[src/verilog/router_defines.svh]
`ifndef ROUTER_DEFINES_SVH
`define ROUTER_DEFINES_SVH

// Flit format
`define FLIT_W 32
`define KIND_HI 31
`define KIND_LO 29

// Packet length in flits, head included, sits in the low bits of a head flit
`define LEN_W 12

// Local, North, East, West, South
`define NUM_PORTS 5

`endif

[src/verilog/routerPkg.sv]
`default_nettype none

`include "router_defines.svh"

package routerPkg;

  // Arbiter state, one-hot with idle in bit 0
  typedef enum logic [`NUM_PORTS:0] {
    portIdle  = 6'b000001,
    portLocal = 6'b000010,
    portNorth = 6'b000100,
    portEast  = 6'b001000,
    portWest  = 6'b010000,
    portSouth = 6'b100000
  } portSel;

  typedef enum logic [`KIND_HI-`KIND_LO:0] {
    kindHead = 3'd1,
    kindBody = 3'd2
  } flitKind;

endpackage

`default_nettype wire

[src/verilog/inputStage.sv]
`default_nettype none

`include "router_defines.svh"

module inputStage (
  input  logic               clk,
  input  logic               rst,
  input  logic               inValid,
  output logic               inReady,
  input  logic [`FLIT_W-1:0] inFlit,
  output logic               reqValid,
  output logic [`FLIT_W-1:0] heldFlit,
  input  logic               drain
);

  logic               full;
  logic               alive; // Low through reset so the lane refuses flits
  logic               loadNow;
  logic [`FLIT_W-1:0] slot;

  // Empty, or emptying this cycle, means room for one more
  assign inReady  = alive && (!full || drain);
  assign loadNow  = inValid && inReady;
  assign reqValid = full;
  assign heldFlit = slot;

  always_ff @(posedge clk)
  begin
    if (rst)
    begin
      full  <= 1'b0;
      alive <= 1'b0;
    end
    else
    begin
      alive <= 1'b1;
      if (loadNow)
        full <= 1'b1; // Reload wins over drain
      else if (drain)
        full <= 1'b0;
    end
  end

  always_ff @(posedge clk)
  begin
    if (loadNow)
      slot <= inFlit;
  end

  // Crossbar must only drain the stage it is reading from
  drainWhenFull: assert property (@(posedge clk) disable iff (rst) drain |-> full)
    else $error("drain on empty input stage");

endmodule

`default_nettype wire

[src/verilog/grantTimer.sv]
`default_nettype none

`include "router_defines.svh"

module grantTimer (
  input  logic              clk,
  input  logic              rst,
  input  logic              granted,
  input  logic              headTaken,
  input  logic              flitTaken,
  input  logic [`LEN_W-1:0] headLength,
  output logic              timesUp
);

  logic [`LEN_W-1:0] pktLen;
  logic [`LEN_W-1:0] flitCount;
  logic              loaded;

  always_ff @(posedge clk)
  begin
    if (rst || !granted)
    begin
      pktLen    <= '0;
      flitCount <= '0;
      loaded    <= 1'b0;
    end
    else if (headTaken)
    begin
      pktLen    <= headLength;
      flitCount <= `LEN_W'(1); // Head counts as the first flit
      loaded    <= 1'b1;
    end
    else if (flitTaken)
      flitCount <= flitCount + `LEN_W'(1);
  end

  assign timesUp = loaded && (flitCount == pktLen);

  // Arbiter must close the grant before the count runs past the length
  countInRange: assert property (@(posedge clk) disable iff (rst)
    loaded |-> (flitCount <= pktLen))
    else $error("flit count passed packet length");

endmodule

`default_nettype wire

[src/verilog/packetArbiter.sv]
`default_nettype none

`include "router_defines.svh"

module packetArbiter (
  input  logic                  clk,
  input  logic                  rst,
  input  logic [`NUM_PORTS-1:0] req,
  input  logic                  headTaken,
  input  logic                  flitTaken,
  input  logic [`LEN_W-1:0]     headLength,
  output routerPkg::portSel     grant,
  output logic                  grantOpen
);

  import routerPkg::*;

  portSel                state;
  portSel                nextState;
  logic [`NUM_PORTS-1:0] portGranted;
  logic [`NUM_PORTS-1:0] timesUp;
  logic                  holdGrant;
  int unsigned           curIdx;

  // First requester found when scanning from port index first, wrapping around
  function automatic portSel pickNext(input logic [`NUM_PORTS-1:0] reqs,
                                      input int unsigned first);
    portSel            pick;
    int unsigned       idx;
    logic [`NUM_PORTS:0] oneHot;
    pick = portIdle;
    for (int k = `NUM_PORTS - 1; k >= 0; k--)
    begin
      idx = first + k;
      if (idx >= `NUM_PORTS)
        idx = idx - `NUM_PORTS;
      if (reqs[idx])
      begin
        oneHot = '0;
        oneHot[idx + 1] = 1'b1; // Bit 0 is idle
        pick = portSel'(oneHot);
      end
    end
    return pick;
  endfunction

  assign portGranted = state[`NUM_PORTS:1];

  for (genvar i = 0; i < `NUM_PORTS; i++)
  begin : timerGen
    grantTimer uTimer (
      .clk        (clk),
      .rst        (rst),
      .granted    (portGranted[i] && holdGrant), // Cleared as a grant ends so a regrant starts fresh
      .headTaken  (headTaken && portGranted[i]),
      .flitTaken  (flitTaken && portGranted[i]),
      .headLength (headLength),
      .timesUp    (timesUp[i])
    );
  end

  always_comb
  begin
    curIdx = 0;
    for (int i = 0; i < `NUM_PORTS; i++)
    begin
      if (portGranted[i])
        curIdx = i;
    end
  end

  // Granted port still asking and packet not finished
  assign holdGrant = |(portGranted & req & ~timesUp);

  always_comb
  begin
    if (state == portIdle)
      nextState = pickNext(req, 0); // Local first out of idle
    else if (holdGrant)
      nextState = state;
    else
      nextState = pickNext(req, curIdx + 1);
  end

  always_ff @(posedge clk)
  begin
    if (rst)
      state <= portIdle;
    else
      state <= nextState;
  end

  assign grant = state;

  // Closed on the cycle the length is reached so the next packet waits
  assign grantOpen = (state != portIdle) && !(|(portGranted & timesUp));

  stateOneHot: assert property (@(posedge clk) disable iff (rst) $onehot(state))
    else $error("arbiter state not one-hot");

endmodule

`default_nettype wire

[src/verilog/crossbarMux.sv]
`default_nettype none

`include "router_defines.svh"

module crossbarMux (
  input  routerPkg::portSel                   grant,
  input  logic                                grantOpen,
  input  logic [`NUM_PORTS-1:0]               reqValid,
  input  logic [`NUM_PORTS-1:0][`FLIT_W-1:0]  heldFlit,
  output logic                                outValid,
  input  logic                                outReady,
  output logic [`FLIT_W-1:0]                  outFlit,
  output logic [`NUM_PORTS-1:0]               drain,
  output logic                                flitTaken,
  output logic                                headTaken,
  output logic [`LEN_W-1:0]                   headLength
);

  import routerPkg::*;

  logic [`NUM_PORTS-1:0] sel;
  logic                  isHead;

  assign sel = grant[`NUM_PORTS:1]; // All zero when idle

  always_comb
  begin
    outFlit = '0;
    for (int i = 0; i < `NUM_PORTS; i++)
    begin
      if (sel[i])
        outFlit = heldFlit[i];
    end
  end

  assign outValid  = grantOpen && |(sel & reqValid);
  assign flitTaken = outValid && outReady;
  assign drain     = {`NUM_PORTS{flitTaken}} & sel;

  always_comb
  begin
    case (flitKind'(outFlit[`KIND_HI:`KIND_LO]))
      kindHead: isHead = 1'b1;
      kindBody: isHead = 1'b0;
      default:  isHead = 1'b0; // Unknown kinds pass as body
    endcase
  end

  assign headTaken  = flitTaken && isHead;
  assign headLength = outFlit[`LEN_W-1:0];

endmodule

`default_nettype wire

[src/verilog/routerOutPort.sv]
`default_nettype none

`include "router_defines.svh"

module routerOutPort (
  input  logic                                clk,
  input  logic                                rst,
  input  logic [`NUM_PORTS-1:0]               inValid,
  output logic [`NUM_PORTS-1:0]               inReady,
  input  logic [`NUM_PORTS-1:0][`FLIT_W-1:0]  inFlit,
  output logic                                outValid,
  input  logic                                outReady,
  output logic [`FLIT_W-1:0]                  outFlit,
  output routerPkg::portSel                   grant
);

  logic [`NUM_PORTS-1:0]              reqValid;
  logic [`NUM_PORTS-1:0]              drain;
  logic [`NUM_PORTS-1:0][`FLIT_W-1:0] heldFlit;
  logic                               grantOpen;
  logic                               flitTaken;
  logic                               headTaken;
  logic [`LEN_W-1:0]                  headLength;

  // Port order L, N, E, W, S on every vector
  for (genvar i = 0; i < `NUM_PORTS; i++)
  begin : stageGen
    inputStage uStage (
      .clk      (clk),
      .rst      (rst),
      .inValid  (inValid[i]),
      .inReady  (inReady[i]),
      .inFlit   (inFlit[i]),
      .reqValid (reqValid[i]),
      .heldFlit (heldFlit[i]),
      .drain    (drain[i])
    );
  end

  packetArbiter uArbiter (
    .clk        (clk),
    .rst        (rst),
    .req        (reqValid),
    .headTaken  (headTaken),
    .flitTaken  (flitTaken),
    .headLength (headLength),
    .grant      (grant),
    .grantOpen  (grantOpen)
  );

  crossbarMux uCrossbar (
    .grant      (grant),
    .grantOpen  (grantOpen),
    .reqValid   (reqValid),
    .heldFlit   (heldFlit),
    .outValid   (outValid),
    .outReady   (outReady),
    .outFlit    (outFlit),
    .drain      (drain),
    .flitTaken  (flitTaken),
    .headTaken  (headTaken),
    .headLength (headLength)
  );

endmodule

`default_nettype wire

[config.mk]
export PLATFORM = sky130hd
export DESIGN_NAME = routerOutPort
export DESIGN_NICKNAME = d
export VERILOG_FILES = /design/src/verilog/routerPkg.sv /design/src/verilog/inputStage.sv /design/src/verilog/grantTimer.sv /design/src/verilog/packetArbiter.sv /design/src/verilog/crossbarMux.sv /design/src/verilog/routerOutPort.sv
export VERILOG_INCLUDE_DIRS = /design/src /design/src/verilog
export SDC_FILE = /design/constraint.sdc
export NUM_CORES = 1
export LEC_CHECK = 0
export ABC_AREA = 0
export BUFFER_PORTS_ARGS = -buffer_cell sky130_fd_sc_hd__buf_2
export CAP_MARGIN = 10
export CORE_ASPECT_RATIO = 1.5
export CORE_MARGIN = 4
export CORE_UTILIZATION = 61
export CTS_CLUSTER_DIAMETER = 40
export DETAILED_ROUTE_END_ITERATION = 8
export GPL_ROUTABILITY_DRIVEN = 0
export MAX_ROUTING_LAYER = met4
export PLACE_DENSITY = 0.85
export SYNTH_ARGS = -nofsm -noshare
export SYNTH_HDL_FRONTEND = slang
export SYNTH_SLANG_ARGS = --single-unit
[constraint.sdc]
create_clock -name clk -period 10.55 [get_ports clk]
set_clock_uncertainty 0.05 [all_clocks]
set_input_delay 1.5825 -clock clk [delete_from_list [all_inputs] [get_ports clk]]
set_output_delay 1.5825 -clock clk [all_outputs]
set_load 0.005 [all_outputs]
# Word-level counts from Yosys, hierarchy flattened
# Cells that the tools add are included.
word_totals:
  ff_bits: 297
  word_cells: 242
  in_bits: 168
  out_inout_bits: 44
classes:
  n_bitwise: 5
  n_mux: 78
  add_sub_neg: 20
  n_eq_ne: 9
  reduce_logical: 78
  n_lt_le_gt_ge: 20
ops:
  columns: ["op", "count"]
  rows:
  - ["$mux W32", 20]
  - ["$lt A32 B4 Y1 const B", 10]
  - ["$add A32 B1 Y32 const B", 6]
  - ["$ge A32 B1 Y1 const B", 5]
  - ["$ge A32 B3 Y1 const B", 5]
  - ["$sub A32 B3 Y32 const B", 5]
  - ["$mux W6", 12]
  - ["$add A32 B2 Y32 const B", 2]
  - ["$add A12 B1 Y12 const B", 5]
  - ["$eq A12 B12 Y1", 5]
  - ["$logic_and A1 B1 Y1", 39]
  - ["$mux W1", 33]
  - ["$add A32 B3 Y32 const B", 1]
  - ["$and A5 B5 Y5", 4]
  - ["$reduce_bool A2 Y1", 10]
  - ["$bmux W1 S3", 5]
  - ["$demux W1 S3", 5]
  - ["$reduce_or A5 Y1", 3]
  - ["$logic_not A1 Y1", 11]
  - ["$logic_or A1 B1 Y1", 10]
  - ["$reduce_or A2 Y1", 5]
  - ["$eq A6 B1 Y1 const B", 1]
  - ["$ne A6 B1 Y1 const B", 1]
  - ["$not A5 Y5", 1]
  - ["other kinds (5)", 6]

# Depth between registers and ports, before layout
# Gate-level depths: netlist of run 1.
depth:
  word_depth: 22
  ltp_mapped: 15
  mapped_depth_nobuf: 11

# Hierarchy
# A second synthesis of run 1 with hierarchy kept.
hier_totals:
  cells_unflattened: 1190
  hier_area_um2: 13794.5
modules_own_cells:
  columns: ["mod", "instances", "area_per_inst_um2", "seq_area_each_um2", "cells_per_inst"]
  rows:
  - ["grantTimer", 5, 1141.1, 500.5, 121]
  - ["inputStage", 5, 1056.0, 1001.0, 40]
  - ["crossbarMux", 1, 1452.6, 0.0, 185]
  - ["packetArbiter", 1, 1356.3, 120.1, 200]

# Least setup slack after synthesis of run 1
# Ideal clock, no wire load.
synth_timing:
  kind: "input -> register"
  from: "input port outReady"
  to: "register stageGen[4].uStage.slot[0] (enable)"
  arrival_ps: 4152
  setup_slack_ps: 5923
  n_path_buf: 3
  path_stages: 8
  setup_time_ps: 425
  required_time_ps: 10075
  path_cell_list: "inv_1 -> a211o_1 -> or2_1 -> buf_6 -> buf_6 -> buf_2 -> o21ai_0 -> nor2b_1"
synth_via:
  elab_chain_cells: 5
synth_rtl:
  columns: ["item", "line", "rtl"]
  rows:
  - ["start: declaration", "routerOutPort.sv:12", "input logic outReady,"]
  - ["$logic_and A1 B1 Y1", "crossbarMux.sv:37", "assign flitTaken = outValid && outReady;"]
  - ["$and A5 B5 Y5", "crossbarMux.sv:38", "assign drain = {`NUM_PORTS{flitTaken}} & sel;"]
  - ["$logic_or A1 B1 Y1", "inputStage.sv:22", "assign inReady = alive && (!full || drain);"]
  - ["$logic_and A1 B1 Y1", "inputStage.sv:22", null]
  - ["$logic_and A1 B1 Y1", "inputStage.sv:23", "assign loadNow = inValid && inReady;"]
  - ["net stageGen[4].uStage.loadNow", "inputStage.sv:18", "logic loadNow;"]
  - ["end signal: assignment", "inputStage.sv:47", "slot <= inFlit;"]
  - ["end: declaration", "inputStage.sv:19", "logic [`FLIT_W-1:0] slot;"]
# The timed path passes the listed nets, and every way through them passes these cells.
# A chain may end at the register's enable or synchronous reset.

# Worst setup path after layout of run 1
layout_timing:
  from: "register uArbiter.state[5] (netlist: uArbiter.grant[5])"
  to: "output port inReady[2]"
layout_via:
  elab_chain_cells: 9
  word_cells_on_any_way: 12
  cone_classes: "1 x eq/ne; 3 x bitwise; 8 x reduce/logical"
layout_rtl:
  columns: ["item", "line", "rtl"]
  rows:
  - ["start: declaration", "packetArbiter.sv:18", "portSel state;"]
  - ["start signal: assignment", "packetArbiter.sv:88", "state <= portIdle;"]
  - ["start signal: assignment", "packetArbiter.sv:90", "state <= nextState;"]
  - ["$and A5 B5 Y5", "packetArbiter.sv:96", "assign grantOpen = (state != portIdle) && !(|(portGranted & timesUp));"]
  - ["$reduce_or A5 Y1", "packetArbiter.sv:96", null]
  - ["$logic_not A1 Y1", "packetArbiter.sv:96", null]
  - ["$logic_and A1 B1 Y1", "packetArbiter.sv:96", null]
  - ["$logic_and A1 B1 Y1 (*)", "crossbarMux.sv:36", "assign outValid = grantOpen && |(sel & reqValid);"]
  - ["$logic_and A1 B1 Y1 (*)", "crossbarMux.sv:37", null]
  - ["$and A5 B5 Y5 (*)", "crossbarMux.sv:38", null]
  - ["$logic_or A1 B1 Y1 (*)", "inputStage.sv:22", null]
  - ["$logic_and A1 B1 Y1 (*)", "inputStage.sv:22", null]
  - ["end: declaration", "routerOutPort.sv:9", "output logic [`NUM_PORTS-1:0] inReady,"]
# Every way passes the cells marked *; elsewhere a longest branch is shown, timed or not.

==> metrics, run 1 <==
run status complete, no violations; endpoint type of the worst setup path output pin; Post-synth EDFFs 160; Ports about 210; Die Wd 129 um; Top delay family on crit path simple AND/OR/NAND/NOR gates; postcts setup bufs 0; wire per inst around 21 um; Rows 66; Synth cell types between 60 and 70; Worst path depth 9; Slew HR 24.6%; Post-Synthesis Cells roughly 1,300; vias in the first global route between 10,000 and 15,000; Total Routing Usage GR between 30% and 40%; die area around 24,000 sq um; YS warnings 0; Port Buffer Count roughly 210; clk slew on worst S/H paths about 0.060 ns; initial core utilization between 60 and 70%; largest cells by area after synthesis edfxtp_1 (36%), dfxtp_1 (20%), xnor2_1 (6.0%); fmax roughly 200 MHz; worst vdd ir about 250 uV; cts bufs inserted 31; xor-xnor portion of the synthesized cell area approximately 6%; slowest stage delay, CP ~0.62 ns; P&R area growth vs syn 16.9%; worst skew pair latency about 0.56 ns; hold crit path type register to register; CTS Buffer Depth 3; r2r startpoint uArbiter.grant[5]; worst reg-to-reg setup slack between 6 and 7 ns; share of the synthesized area in the top cell type 35.8%; period utilization around half; Via density 6.21; main combinational cell family by area after synthesis simple AND/OR/NAND/NOR gates; Die Ht ~190 um; leading area contributor after synthesis edfxtp_1; Top FF cell, synth edfxtp_1; initial antenna violation count 5; critical path class register to output pin; grt ovf 0; multiplexer share of the synthesized area roughly 5.0%; post-route minimum period around 5.1 ns; Worst R2R Path Depth 11; Pwr Density approximately 220 nW/um^2; MaxCap Viol Count 0; startpoint types register; First-pass DRT Iterations 6; CP max FO 62; asr flop ratio synth 0%; Max Slew Vio Count 0; CTS tree done; DP HPWL ~25 mm; Post-synth top cells edfxtp_1 (160), nor2_1 (157), dfxtp_1 (137); simple-gate share of the synthesized area ~16%; Crit-path slowest cell dfxtp_2; CORE AREA 21,600 sq um; cell count of the worst hold path 2; Synth Register Bits a little under 300; pin count of the biggest net entering global routing 66; CP Launch Point uArbiter.grant[5]; CP Buf/Inv Count 2; CP arrival approximately 3.5 ns; final setup TNS 0 ns; endpoints failing setup 0; Critical Path RT 8.92 ns; Slew @ Worst Pin approximately 1.1 ns; post-synthesis compound-gate area fraction 11.4%; 1st-iter DRT viols between 1,000 and 1,500; Clock Sinks 297; CTS H-tree lvls 1; final hold slack 0.427 ns; CTS Hold Buffers Added 0; DRC 0; post-synthesis sequential area ratio around 56%; post-CTS sizing 0; CP cell instances buf_4 > nand2_1 > nand4_1 > a21oi_1 > a211o_1 > or2_1 > o21ai_0 > and2_1 > buf_2; vias post-DR 10,800; Nets around 1,600; mapped cell area about 13,000 sq um; Leak Pwr 5.42 nW; RSZ-0062 raised after global routing false; Fin. Hold Viols 0; post-route ant nets 0; global-route wire length before repair ~56 mm; adder-cell share of the synthesized area less than 1%; Syn Area/Cell roughly 11 sq um; min-delay src uArbiter.timerGen[0].uTimer.loaded; layout cells sized above 1 between 20% and 30%; Root Buffer clkbuf_16; top-count cell post-synth edfxtp_1; final wirelength ~37 mm
[cells in the final DEF (no fill, tap or decap), types with 33 or more instances in the layout]
cell      count
nor2_1      157
mux2i_1      63
buf_2       211
nand2_1      84
dfxtp_1     133
a21oi_1      68
o21ai_0      70
edfxtp_1    160
nor3_1       33
xnor2_1      92
[cells by family after synthesis]
logic type | Yosys count
multiplexers | 66
AND/OR/NAND/NOR | 445
XOR/XNOR | 94
flip-flops | 297
buffers and inverters | 111
adder cells (fa/ha/maj) | 10
other | 1
AO/OA/AOI/OAI | 238
[final timing paths]
path / endpoint
max: inReady[2]
min: uArbiter.timerGen[0].uTimer.loaded
max reg2reg: uArbiter.grant[3]
min reg2reg: uArbiter.timerGen[0].uTimer.loaded
[worst min-delay path, stage by stage, from the launching register on]
cell     delay, ns
dfxtp_1       0.33
inv_1         0.06
a21oi_1       0.05
[routing by layer]
layer	share of wire [%]	wire (um)	track usage, %	vias to the layer above
met5	0	0	-	-
met4	4.5	1670	13.2	0
met3	7.6	2790	4.80	121
met2	52	19300	52.2	563
met1	35	13100	33.9	5174
li1	-	-	-	4989
[power breakdown]
| group | internal, mW | total [mW] | switching [mW] |
|---|---|---|---|
| sequential | 1.26 | 1.31 | 0.0421 |
| clock | 0.587 | 1.05 | 0.465 |
| combinational | 0.410 | 1.10 | 0.694 |
| total | 2.26 | 3.46 | 1.20 |
[cell type report]
cell class / count / area [sq um]
fill: 1467 / 5970
clock buffer: 36 / 815
clock inverter: 21 / 176
antenna: 6 / 15.0
tap: 272 / 340
sequential: 297 / 7550
timing repair buffer: 238 / 1260
multi-input combinational: 855 / 5420
inverter: 22 / 82.6
[state kept, by name, indices dropped and copies added (netlist names)]
register and cells:
stageGen.uStage.alive 1, stageGen.uStage.heldFlit 160, stageGen.uStage.reqValid 5, uArbiter.grant 6, uArbiter.timerGen.uTimer.flitCount 60, uArbiter.timerGen.uTimer.loaded 5, uArbiter.timerGen.uTimer.pktLen 60
[per-stage QoR]
step | worst slack (ns) | utilization [%] | total power [mW] | cell area [sq um] | std cells
global route | 5.19 | 72.4 | 3.61 | 15700 | 1747
detailed placement | 6.05 | 67.7 | 2.40 | 14700 | 1683
global placement | 6.08 | 67.7 | 2.38 | 14700 | 1683
finish | 5.43 | 72.4 | 3.46 | 15700 | 1747
floorplan | 5.92 | - | 1.96 | 13400 | 1263
CTS | 5.43 | 72.3 | 3.45 | 15600 | 1740
No activity file was read; power rests on OpenSTA's default activity.
==> run 2, diff against run 1 <==
--- a/config.mk
+++ b/config.mk
@@ -11,12 +11,12 @@
 export CAP_MARGIN = 10
 export CORE_ASPECT_RATIO = 1.5
 export CORE_MARGIN = 4
-export CORE_UTILIZATION = 61
+export CORE_UTILIZATION = 57
 export CTS_CLUSTER_DIAMETER = 40
 export DETAILED_ROUTE_END_ITERATION = 8
 export GPL_ROUTABILITY_DRIVEN = 0
 export MAX_ROUTING_LAYER = met4
-export PLACE_DENSITY = 0.85
+export PLACE_DENSITY = 0.8
 export SYNTH_ARGS = -nofsm -noshare
 export SYNTH_HDL_FRONTEND = slang
 export SYNTH_SLANG_ARGS = --single-unit
==> constraint.sdc (replaced) <==
create_clock -name clk -period 5.2 [get_ports clk]
set_clock_uncertainty 0.05 [all_clocks]
set_input_delay 0.78 -clock clk [delete_from_list [all_inputs] [get_ports clk]]
set_output_delay 0.78 -clock clk [all_outputs]
set_load 0.005 [all_outputs]
==> metrics, run 2 (same netlist as run 1, synthesis figures left out) <==
run status complete, no violations; critical path class register to output pin; Ports 212 (unchanged); CTS Hold Buffers Added 0 (unchanged); hold crit path type input port to register; grt ovf 0 (unchanged); Reg-to-Reg End uArbiter.grant[3]; global-route wire length before repair 59.1 mm (+4.7%); Multi-input gate area 5430 sq um (+0.14%); cell count of the worst hold path 1 (-1); 1st-iter DRT viols 1,127 (-6.2%); Critical Path RT 4.37 ns (-4.55 ns); startpoint types register; layout cells sized above 1 23.0% (+1.4 points); initial antenna violation count 10 (+5); clk slew on worst S/H paths 0.06 ns (about the same); r2r startpoint uArbiter.grant[2]; post-route minimum period between 4 and 5 ns; Slew HR 20.9% (-3.8 points); CTS tree done; DRC 0 (unchanged); worst vdd ir 350 uV (+40%); final setup TNS 0 ns (unchanged); FF+latch area 7550 sq um (unchanged); die area 26,100 sq um (+6.6%); fmax 234 MHz; Die Wd 133 um (+3.2%); worst skew pair latency 0.52 ns (-0.04 ns); period utilization just over 80%; post-CTS sizing 0 (unchanged); CP cell instances nor2b_2 > buf_4 > a221oi_1 > nor3_1 > a21oi_1 > o21ai_0 > buf_2; Worst R2R Path Depth 10 (-1); setup ws final 0.929 ns (-4.50 ns); Total Routing Usage GR 29.4% (-0.63 points); Pwr Density 465 nW/um^2 (+110%); pin count of the biggest net entering global routing 93 (+41%); CP max FO 41 (-34%); post-route ant nets 0 (unchanged); P&R area growth vs syn 19.9%; First-pass DRT Iterations 5 (-1); Port Buffer Count 211 (unchanged); Clock Sinks 297 (unchanged); CTS H-tree lvls 2 (+1); fillers 1,668 (+14%); Rows 68 (+3.0%); min-delay src inFlit[5]; CTS Buffer Depth 3 (unchanged); CORE AREA 23,100 sq um (+6.6%); Crit-path slowest cell o21ai_0; final instance area 16,100 sq um (+2.6%); Max Slew Vio Count 0 (unchanged); Nets 1,646 (+1.4%); Die Ht 196 um (+3.3%); worst reg-to-reg setup slack 1.20 ns (-5.11 ns); postcts setup bufs 0 (unchanged); most common cell after layout, fill and taps aside buf_2; most frequent cells in the layout buf_2 (211), edfxtp_1 (160), nor2_1 (157); DP HPWL 27.3 mm (+11%); vias in the first global route 11,200 (+4.3%); wire per inst 21.1 um (-0.13%); CP Buf/Inv Count 2 (unchanged); endpoints failing setup 0 (unchanged); Leak Pwr 5.61 nW (+3.4%); post-place setup slack 1.27 ns (-4.78 ns); Root Buffer clkbuf_16; CP arrival 3.44 ns (-0.05 ns); Placed Area 14,900 sq um (+1.4%); RSZ-0062 raised after global routing false; Fin. Hold Viols 0 (unchanged); MaxCap Viol Count 0 (unchanged); Largest register FFs 160 (unchanged); Top delay family on crit path compound AO/OA/AOI/OAI gates; cts bufs inserted 35 (+13%); final core occ 69.7% (-2.7 points); Via density 6.06 (-2.4%); vias post-DR 11,000 (+1.6%); slowest stage delay, CP 0.76 ns (+0.14 ns); Hold EP stageGen[0].uStage.heldFlit[5]; CP Launch Point uArbiter.grant[2]; initial core utilization 58.1% (-3.8 points); final wirelength 38.3 mm (+3.9%); Slew @ Worst Pin 1.18 ns (+0.0519 ns); endpoint type of the worst setup path output pin
==> run 2: cell count changes in the layout (fill, tap and decap cells not counted), sizes merged <==
cell / before / now
clkbuf: 37 / 43
diode: 6 / 9
inv: 27 / 23
clkinv: 13 / 14
bufinv: 1 / 4
buf: 237 / 256
==> run 2: worst register-to-register path: stages (launching register included) <==
cell      delay [ns]
dfxtp_2         0.89
nor2b_1         0.43
o21ai_0         0.19
ha_1            0.49
nor2b_1         0.19
o31a_1          0.26
o32a_1          0.37
and4bb_2        0.31
a21boi_0        0.14
a221o_1         0.37
a311oi_1        0.23
==> run 2: report_power, final <==
part	switching [mW]	leakage (nW)	internal [mW]
logic	1.37	2.43	0.850
clock network	0.987	0.581	1.52
registers	0.181	2.60	2.56
==> run 2: metrics by stage <==
step / std cells / power (mW) / hold slack, ns
after floorplan: 1263 / 3.98 / 0.389
after global placement: 1745 / 4.93 / 0.400
after detailed placement: 1745 / 4.96 / 0.410
after CTS: 1808 / 7.45 / 0.373
after global routing: 1818 / 7.76 / 0.367
final: 1818 / 7.47 / 0.380
==> run 2: how the worst max path moves through the flow <==
stage	endpoint	slack, ns	cells past startpoint
final	outFlit[8]	0.93	7
after global routing	outFlit[8]	0.84	7
after CTS	outFlit[8]	0.91	7
after detailed placement	uArbiter.grant[3]	1.27	10
after global placement	uArbiter.grant[3]	1.40	10
after floorplan	stageGen[4].uStage.heldFlit[0]	1.03	12
==> run 2: routing by layer <==
layer  vias to the layer above  track usage, %  routed length, um
met3                       125            5.16               2720
met1                      5263            31.9              13700
met5                         -               -                  0
li1                       5043               -                  -
met2                       589            51.9              19800
met4                         0            14.5               2000
==> run 2: cell type report <==
type	instances	area share, %
Sequential cell	297	47.0
Multi-Input combinational cell	855	33.8
Timing Repair Buffer	257	8.70
Clock buffer	42	5.87
Tap cell	315	2.45
Clock inverter	21	1.57
Inverter	22	0.514
Antenna cell	9	0.140
